===== src/mbu_config.svh =====
`ifndef MBU_CONFIG_SVH
`define MBU_CONFIG_SVH

// Number of bank registers held by the unit
`define MBU_NUM_REGS 8

// First I/O address of the unit, which occupies MBU_NUM_REGS addresses from here
`define MBU_IO_BASE 8'h08

// Byte returned on data bus bits 15 to 8 during an IN
// On the board this comes from bus hold after the last instruction fetch
`define MBU_DB_HOLD 8'h54

// Control unit read code for read_mbp
`define MBU_RADDR_RMBP 5'b01101

// Control unit write codes for write_mbp, compared on waddr[4:1]
`define MBU_WADDR_WMBP 4'b0110

// Control unit write codes for AR, compared on waddr[4:2]
`define MBU_WADDR_WAR 3'b001

`endif


===== src/mbu_bus_pkg.sv =====
package mbu_bus_pkg;

   ////////////////////
   // Control unit side
   ////////////////////

   // Read and write addresses issued by the microcode
   // Both raddr and waddr use the same five bit encoding
   typedef logic [4:0] cu_addr_t;

   ////////////////////
   // Data paths
   ////////////////////

   // A byte on the internal bus or the low half of the data bus
   // Only the low eight bits of either bus reach the unit
   typedef logic [7:0] byte_t;

   // I/O address as seen on the low half of the address bus
   // The unit decodes all eight bits of it
   typedef logic [7:0] io_addr_t;

endpackage


===== src/mbu_reg_pkg.sv =====
`include "mbu_config.svh"

package mbu_reg_pkg;

   // Index of one bank register
   // The width follows the register count in the config header
   typedef logic [$clog2(`MBU_NUM_REGS)-1:0] bank_idx_t;

   ////////////////////
   // Named registers
   ////////////////////

   // Memory bank for program fetches
   // Also the only register the control unit can write directly
   localparam bank_idx_t reg_mbp = bank_idx_t'(0);

   // Memory bank for data accesses
   localparam bank_idx_t reg_mbd = bank_idx_t'(1);

   // Memory bank for the stack
   // Also the fallback for indexed AR writes without auto-indexing
   localparam bank_idx_t reg_mbs = bank_idx_t'(2);

endpackage


===== src/mbu_ifs.sv =====
// Decoded strobes from the bus decoder
// Every signal is a level that holds for the whole cycle
interface mbu_strobe_if;
   logic io_sel;
   logic io_wr;
   logic io_rd;
   logic read_mbp;
   logic write_mbp;
   logic war_sel;

   // The decoder owns all six strobes
   modport decoder (
      output io_sel, io_wr, io_rd, read_mbp, write_mbp, war_sel
   );

   // Address control looks at the full set
   modport ctrl (
      input io_sel, io_wr, io_rd, read_mbp, write_mbp, war_sel
   );

   // Output drivers only care about the read side
   modport drive (
      input io_sel, io_rd, read_mbp
   );
endinterface

// One write port and one read port into the bank registers
interface mbu_rf_if;
   logic                    we;
   mbu_reg_pkg::bank_idx_t  wa;
   mbu_bus_pkg::byte_t      wdata;
   mbu_reg_pkg::bank_idx_t  ra;
   mbu_bus_pkg::byte_t      rdata;

   modport ctrl (output we, wa, wdata, ra, input rdata);

   modport rf (input we, wa, wdata, ra, output rdata);
endinterface


===== src/mbu_addr_ctrl.sv =====
module mbu_addr_ctrl (
   input  logic                   clk,
   input  logic                   arst_n,
   input  mbu_bus_pkg::cu_addr_t  waddr,
   input  mbu_reg_pkg::bank_idx_t ir,
   input  logic                   ir_idx,
   input  logic                   t34,
   input  mbu_bus_pkg::io_addr_t  ab,
   input  mbu_bus_pkg::byte_t     ibus_in,
   mbu_strobe_if.ctrl             strobes,
   mbu_rf_if.ctrl                 rf,
   output logic                   enabled
);

   // Latched request to index with ir[2:0] on the next AR write
   logic idx_flag;

   // Register selected by the low address bits of an I/O cycle
   mbu_reg_pkg::bank_idx_t ab_idx;

   assign ab_idx = mbu_reg_pkg::bank_idx_t'(ab);

   ////////////////////
   // Enable flag
   ////////////////////

   // The unit wakes up disabled and shows the front panel default
   // The first OUT to any of its registers turns it on for good
   always_ff @(posedge clk or negedge arst_n) begin
      if (!arst_n) begin
         enabled <= 1'b0;
      end else if (strobes.io_wr) begin
         enabled <= 1'b1;
      end
   end

   // Auto-index latch
   // ir_idx wins over t34 when both are high at the same edge
   always_ff @(posedge clk or negedge arst_n) begin
      if (!arst_n) begin
         idx_flag <= 1'b0;
      end else if (ir_idx) begin
         idx_flag <= 1'b1;
      end else if (t34) begin
         idx_flag <= 1'b0;
      end
   end

   ////////////////////
   // Write port
   ////////////////////

   // Both writers take their data from the internal bus
   // An OUT picks the register from ab, the microcode always hits MBP
   assign rf.we    = strobes.io_wr || strobes.write_mbp;
   assign rf.wa    = strobes.io_wr ? ab_idx : mbu_reg_pkg::reg_mbp;
   assign rf.wdata = ibus_in;

   ////////////////////
   // Read port
   ////////////////////

   // The read address also decides what aext shows in every cycle
   // read_mbp comes first, then indexed AR writes, then the I/O address
   always_comb begin
      rf.ra = ab_idx;
      if (strobes.read_mbp) begin
         rf.ra = mbu_reg_pkg::reg_mbp;
      end else if (strobes.war_sel) begin
         case (waddr[1:0])
            2'b00:   rf.ra = mbu_reg_pkg::reg_mbp;
            2'b01:   rf.ra = mbu_reg_pkg::reg_mbd;
            2'b10:   rf.ra = mbu_reg_pkg::reg_mbs;
            // Stack bank unless an auto-indexed instruction latched ir
            default: rf.ra = idx_flag ? ir : mbu_reg_pkg::reg_mbs;
         endcase
      end
   end

   // The two write sources share one port and both aim at MBP when ab is low
   // The control unit and the I/O bus must never write in the same cycle
   wr_conflict: assert property (
      @(posedge clk) disable iff (!arst_n)
      !(strobes.io_wr && strobes.write_mbp)
   ) else $error("write_mbp and an OUT to the unit in the same cycle");

endmodule


===== src/mbu_bus_drive.sv =====
`include "mbu_config.svh"

module mbu_bus_drive (
   input  logic               enabled,
   input  logic               fp_ram_n,
   input  mbu_bus_pkg::byte_t rdata,
   mbu_strobe_if.drive        strobes,
   output mbu_bus_pkg::byte_t aext,
   output mbu_bus_pkg::byte_t ibus_out,
   output logic [15:0]        db_out,
   output logic               ibus_oe,
   output logic               db_oe
);

   // Until the unit is enabled the extended address comes from the front panel
   // Bit 7 chooses RAM or ROM, the low bits read as zero
   assign aext = enabled ? rdata : {fp_ram_n, 7'b0};

   ////////////////////
   // Internal bus
   ////////////////////

   // read_mbp copies the current bank onto the internal bus
   assign ibus_out = aext;
   assign ibus_oe  = strobes.read_mbp;

   ////////////////////
   // Data bus
   ////////////////////

   // The register only fills the low byte of an IN
   // The upper byte imitates what bus hold would leave there
   assign db_out = {`MBU_DB_HOLD, aext};

   // only an IN inside the unit's window may drive the data bus
   assign db_oe = strobes.io_sel && strobes.io_rd;

endmodule


===== src/mbu_decode.sv =====
`include "mbu_config.svh"

module mbu_decode (
   input  mbu_bus_pkg::cu_addr_t raddr,
   input  mbu_bus_pkg::cu_addr_t waddr,
   input  logic                  t34,
   input  logic                  sysdev,
   input  logic                  rd,
   input  logic                  wr,
   input  mbu_bus_pkg::io_addr_t ab,
   mbu_strobe_if.decoder         strobes
);

   // Window of I/O addresses owned by the unit
   localparam mbu_bus_pkg::io_addr_t io_base = `MBU_IO_BASE;
   localparam mbu_bus_pkg::io_addr_t io_last = io_base + 8'(`MBU_NUM_REGS - 1);

   logic in_window;

   ////////////////////
   // I/O space
   ////////////////////

   // The unit answers on one block of eight I/O addresses
   // On the board this was a '138 enabled by ab[3] with ab[7] low
   assign in_window = (ab >= io_base) && (ab <= io_last);

   // Only system device cycles reach I/O space, memory cycles never do
   assign strobes.io_sel = in_window && sysdev;

   // OUT and IN qualify the select with the bus direction
   assign strobes.io_wr = strobes.io_sel && wr;
   assign strobes.io_rd = strobes.io_sel && rd;

   ////////////////////
   // Control unit
   ////////////////////

   // read_mbp is suppressed in the t34 half of the cycle
   // The internal bus belongs to other sources then
   assign strobes.read_mbp = (raddr == `MBU_RADDR_RMBP) && !t34;

   // Two microcode writes land on MBP, so only the upper four bits matter
   assign strobes.write_mbp = (waddr[4:1] == `MBU_WADDR_WMBP);

   // Any write to AR indexes through the bank registers
   // waddr[1:0] then says which register supplies the bank
   assign strobes.war_sel = (waddr[4:2] == `MBU_WADDR_WAR);

   // The internal bus read and the data bus read would both need aext
   // at the same time, with two different read addresses
   // The deferred form waits for all inputs of the cycle to settle
   always_comb begin
      rd_conflict: assert final (!(strobes.read_mbp && strobes.io_rd))
         else $error("read_mbp and an IN to the unit in the same cycle");
   end

endmodule


===== src/mbu_regfile.sv =====
`include "mbu_config.svh"

module mbu_regfile (
   input  logic  clk,
   input  logic  arst_n,
   mbu_rf_if.rf  rf
);

   // The bank registers themselves
   // On the board these were four '670 register file chips
   mbu_bus_pkg::byte_t regs [`MBU_NUM_REGS];

   ////////////////////
   // Write port
   ////////////////////

   // Every register starts at zero so the first banks are well defined
   // Writes land at the edge and show up from the next cycle on
   always_ff @(posedge clk or negedge arst_n) begin
      if (!arst_n) begin
         for (int i = 0; i < `MBU_NUM_REGS; i++) begin
            regs[i] <= '0;
         end
      end else if (rf.we) begin
         regs[rf.wa] <= rf.wdata;
      end
   end

   ////////////////////
   // Read port
   ////////////////////

   // Asynchronous read
   // aext has to follow the read address within the same cycle
   assign rf.rdata = regs[rf.ra];

   // The write address comes from ab during an OUT
   // An undriven address bus would silently corrupt some register
   wa_known: assert property (
      @(posedge clk) disable iff (!arst_n)
      rf.we |-> !$isunknown(rf.wa)
   ) else $error("bank register write with an unknown address");

endmodule


===== src/mbu_top.sv =====
module mbu_top (
   input  logic        clk,
   input  logic        arst_n,
   input  logic [4:0]  raddr,
   input  logic [4:0]  waddr,
   input  logic [2:0]  ir,
   input  logic        ir_idx,
   input  logic        t34,
   input  logic        sysdev,
   input  logic        rd,
   input  logic        wr,
   input  logic        fp_ram_n,
   input  logic [7:0]  ab,
   input  logic [7:0]  ibus_in,
   output logic [7:0]  aext,
   output logic [7:0]  ibus_out,
   output logic        ibus_oe,
   output logic        db_oe,
   output logic        war,
   output logic [15:0] db_out
);

   // Decoded strobes shared by the control and output blocks
   mbu_strobe_if strobe_bus ();

   // Path between address control and the bank registers
   mbu_rf_if rf_bus ();

   // Set by the first OUT, cleared only by reset
   logic enabled;

   ////////////////////
   // Decode
   ////////////////////

   mbu_decode u_decode (
      .raddr   (raddr),
      .waddr   (waddr),
      .t34     (t34),
      .sysdev  (sysdev),
      .rd      (rd),
      .wr      (wr),
      .ab      (ab),
      .strobes (strobe_bus.decoder)
   );

   // The AR write decode is handy to the address register as well
   assign war = strobe_bus.war_sel;

   ////////////////////
   // Registers
   ////////////////////

   mbu_addr_ctrl u_addr_ctrl (
      .clk     (clk),
      .arst_n  (arst_n),
      .waddr   (waddr),
      .ir      (ir),
      .ir_idx  (ir_idx),
      .t34     (t34),
      .ab      (ab),
      .ibus_in (ibus_in),
      .strobes (strobe_bus.ctrl),
      .rf      (rf_bus.ctrl),
      .enabled (enabled)
   );

   mbu_regfile u_regfile (
      .clk    (clk),
      .arst_n (arst_n),
      .rf     (rf_bus.rf)
   );

   // Output side, all combinational from the selected register
   mbu_bus_drive u_bus_drive (
      .enabled  (enabled),
      .fp_ram_n (fp_ram_n),
      .rdata    (rf_bus.rdata),
      .strobes  (strobe_bus.drive),
      .aext     (aext),
      .ibus_out (ibus_out),
      .db_out   (db_out),
      .ibus_oe  (ibus_oe),
      .db_oe    (db_oe)
   );

endmodule


===== config.mk =====
export PLATFORM = sky130hd
export DESIGN_NAME = mbu_top
export DESIGN_NICKNAME = d
export VERILOG_FILES = /design/src/mbu_bus_pkg.sv /design/src/mbu_reg_pkg.sv /design/src/mbu_ifs.sv /design/src/mbu_addr_ctrl.sv /design/src/mbu_bus_drive.sv /design/src/mbu_decode.sv /design/src/mbu_regfile.sv /design/src/mbu_top.sv
export VERILOG_INCLUDE_DIRS = /design/src
export SDC_FILE = /design/constraint.sdc
export NUM_CORES = 1
export LEC_CHECK = 0
export ABC_AREA = 0
export BUFFER_PORTS_ARGS = -buffer_cell sky130_fd_sc_hd__buf_2
export CORE_ASPECT_RATIO = 1.75
export CORE_MARGIN = 2
export CORE_UTILIZATION = 39
export DETAILED_ROUTE_END_ITERATION = 7
export PLACE_DENSITY = 0.64
export SLEW_MARGIN = 30
export SYNTH_ARGS = -nofsm -noshare
export SYNTH_HDL_FRONTEND = slang
export SYNTH_SLANG_ARGS = --single-unit

===== constraint.sdc =====
create_clock -name clk -period 6.6 [get_ports clk]
set_input_delay 0.66 -clock clk [delete_from_list [all_inputs] [get_ports clk]]
set_output_delay 0.66 -clock clk [all_outputs]
set_load 0.02 [all_outputs]

==> results.ini <==
[die]
core_area_mm2=0.00898
dieHeight_um=131
num_rows=46
io_pins=72
die_area_mm2=0.0100
die_x_um=76.5
start_util=0.400

[pwr]
power_density_mw_per_mm2=255
switchingPower_w=0.000257
p_leak_nw=2.03
p_clk_frac=0.455
power_switching_share=0.243
seqPwrFrac=0.414
power_w=0.00106
vdd_drop_max_v=0.000159
intPower_w=0.000801
pwr-share-comb=0.131

[clocking]
cts_tree=yes
clock_latency_ps=320
cts_sinks=66
post_cts.resized_instances=0
cts_inserted_buffers=9
postCtsSetupBuffers=0
ctsHoldBuffers=0
clkTransAtPathRegs_ps=50
ctsHtreeMaxLevel=3
cts_root_buffer=clkbuf_16
cts_max_path_buffers=2

[worst_setup_path]
path_buf_inv=3
cp.required_ps=5940
path_cells=buf_2 -> nand4b_1 -> or3_1 -> inv_1 -> nor3b_2 -> o311ai_0 -> o221ai_1 -> buf_2
worst_path_max_delay_cell=or3_1
r2r_slack_ps=5830
crit_arrival_ps=3120
cp_common_cell=buf_2
path_class=in2out
endpoint_kind=primary output
cp_top_family=simple AND/OR/NAND/NOR gates
r2r_start=u_regfile.regs[39]$_DFFE_PN0P_
worstPathMaxFanout=28
worst_path_largest_cell_delay_ps=670
worstSetupStartpointType=input pin
reg2regPathDepth=1
rr_endpoint=u_regfile.regs[39]$_DFFE_PN0P_

[drt]
first_pass_iters=4
drc=0
first_iter_violations=169
wl_um=8250
wl_per_cell_um=18.0
vias_per_cell=5.46
ant_nets=0
num_vias=2506

[synth]
ys_types=50
netlist_area_mm2=0.00359
synth_cells=289
synth_flop_cell=dfrtp_1
synth_warnings=0
synth_edf_count=0
ys_ff_latch=66
synthArstFlopShare=1.00
syn_avg_cell_area_um2=12.4
synth-seq-area-share=0.460

[sta]
setup_tns_ps=0
fmax_mhz=264
rsz0062_at_grt=no
fin_crit_ps=3780
hold_viol=0
final.period_utilization=0.573
drv_slew=0
worst_pin_slew_ps=924
setup_viol_count_final=0
relSlewSlack=0.381
skew_ps=0
worst_slack_ps=2820

[cells_and_area]
multiInputGateArea_mm2=0.00165
stdcell_count=459
final_common_cell=dfrtp_1
final_cell_mix=dfrtp_1, mux2_2, buf_2
fillers=858
syn2layout_area_growth_pct=15.6
drive_gt1_frac=0.466
final_nets=372
n_antenna_cell=0
layout.area.seq_mm2=0.00165

[placement]
place_hpwl_um=5730
io_buffers=63
dp_cells=444
place_ws_ps=2810
gp_congestion=0.817

[worst_hold_path]
min_delay_path_depth=1
hp-class=reg2reg
hold_end=u_regfile.regs[16]$_DFFE_PN0P_
hp-start=u_regfile.regs[16]$_DFFE_PN0P_

[grt]
grt_usage=0.174
grt.overflow.total=0
grt_pass1_vias=2499
grt_max_degree=67
antenna_found_initial=0
grt_pass1_wl_um=13200

[status]
outcome=finished clean

[run]
maxCapViolations=0

cell type report:
| type | count | share of cell area |
|---|---|---|
| Multi-Input combinational cell | 179 | 0.398 |
| Sequential cell | 66 | 0.398 |
| Timing Repair Buffer | 66 | 0.0814 |
| Clock buffer | 13 | 0.0652 |
| Tap cell | 120 | 0.0362 |
| Inverter | 13 | 0.0121 |
| Clock inverter | 2 | 0.00845 |
logic make-up (layout without fill, tap and decap cells):
group,after synthesis,in the layout,share of synthesized area
other cells,2,8,0.00209
mux,78,78,0.240
flops,66,66,0.460
compound gates,50,50,0.120
buf+inv,50,94,0.0875
simple gates,43,43,0.0903
flip-flops by register name, summed over array words and instances, names as in the netlist:
register,cells
u_regfile.regs,64
u_addr_ctrl.enabled,1
u_addr_ctrl.idx_flag,1
power by group through the flow:
stage / registers, W / logic, W / clock network, W
after detailed placement: 0.000445 / 0.000140 / 0
after global routing: 0.000441 / 0.000151 / 0.000510
after global placement: 0.000445 / 0.000137 / 0
after floorplan: 0.000442 / 0.000106 / 0
after CTS: 0.000438 / 0.000140 / 0.000491
final: 0.000438 / 0.000138 / 0.000482
per-stage QoR:
| stage | hold slack (ps) | utilization | instance area [um^2] |
|---|---|---|---|
| floorplan | 364 | - | 3610 |
| global placement | 481 | 0.427 | 3830 |
| detailed placement | 486 | 0.428 | 3840 |
| global route | 505 | 0.462 | 4150 |
| finish | 495 | 0.462 | 4150 |
| CTS | 499 | 0.462 | 4150 |
Yosys cell counts, types with 2 or more instances:
master	count	share of area
o221ai_1	14	0.034
buf_2	4	0.0056
buf_4	24	0.050
nor2_4	3	0.0094
buf_6	4	0.013
nand2_1	8	0.0084
o21ai_0	2	0.0028
clkbuf_1	5	0.0052
conb_1	2	0.0021
and3_1	8	0.014
o2111ai_1	7	0.017
mux2_2	63	0.20
nor3_2	3	0.0084
inv_1	11	0.012
nand3_1	3	0.0042
a21boi_0	7	0.015
mux2i_1	15	0.042
and4_1	2	0.0049
nor4bb_1	2	0.0056
o311ai_1	6	0.015
nand2b_1	2	0.0035
dfrtp_1	66	0.46
routing by layer:
| metal | part of all wire | vias up | GRT usage |
|---|---|---|---|
| li1 | - | 1156 | - |
| met1 | 0.40 | 1261 | 0.202 |
| met2 | 0.54 | 76 | 0.311 |
| met3 | 0.039 | 13 | 0.0364 |
| met4 | 0.025 | 0 | 0.0813 |
| met5 | 0 | - | 0 |
how the worst max path moves through the flow:
stage                   from           to  slack, ps  depth (start not counted)
finish              raddr[3]  ibus_out[0]       2820                          8
global placement    waddr[4]      aext[7]       2610                          7
global route        raddr[3]      aext[0]       2480                          8
CTS                 raddr[3]  ibus_out[0]       2800                          8
floorplan           waddr[4]    db_out[0]       3250                          8
detailed placement  raddr[3]  ibus_out[0]       2810                          8
(Power assumes the default switching activity.)
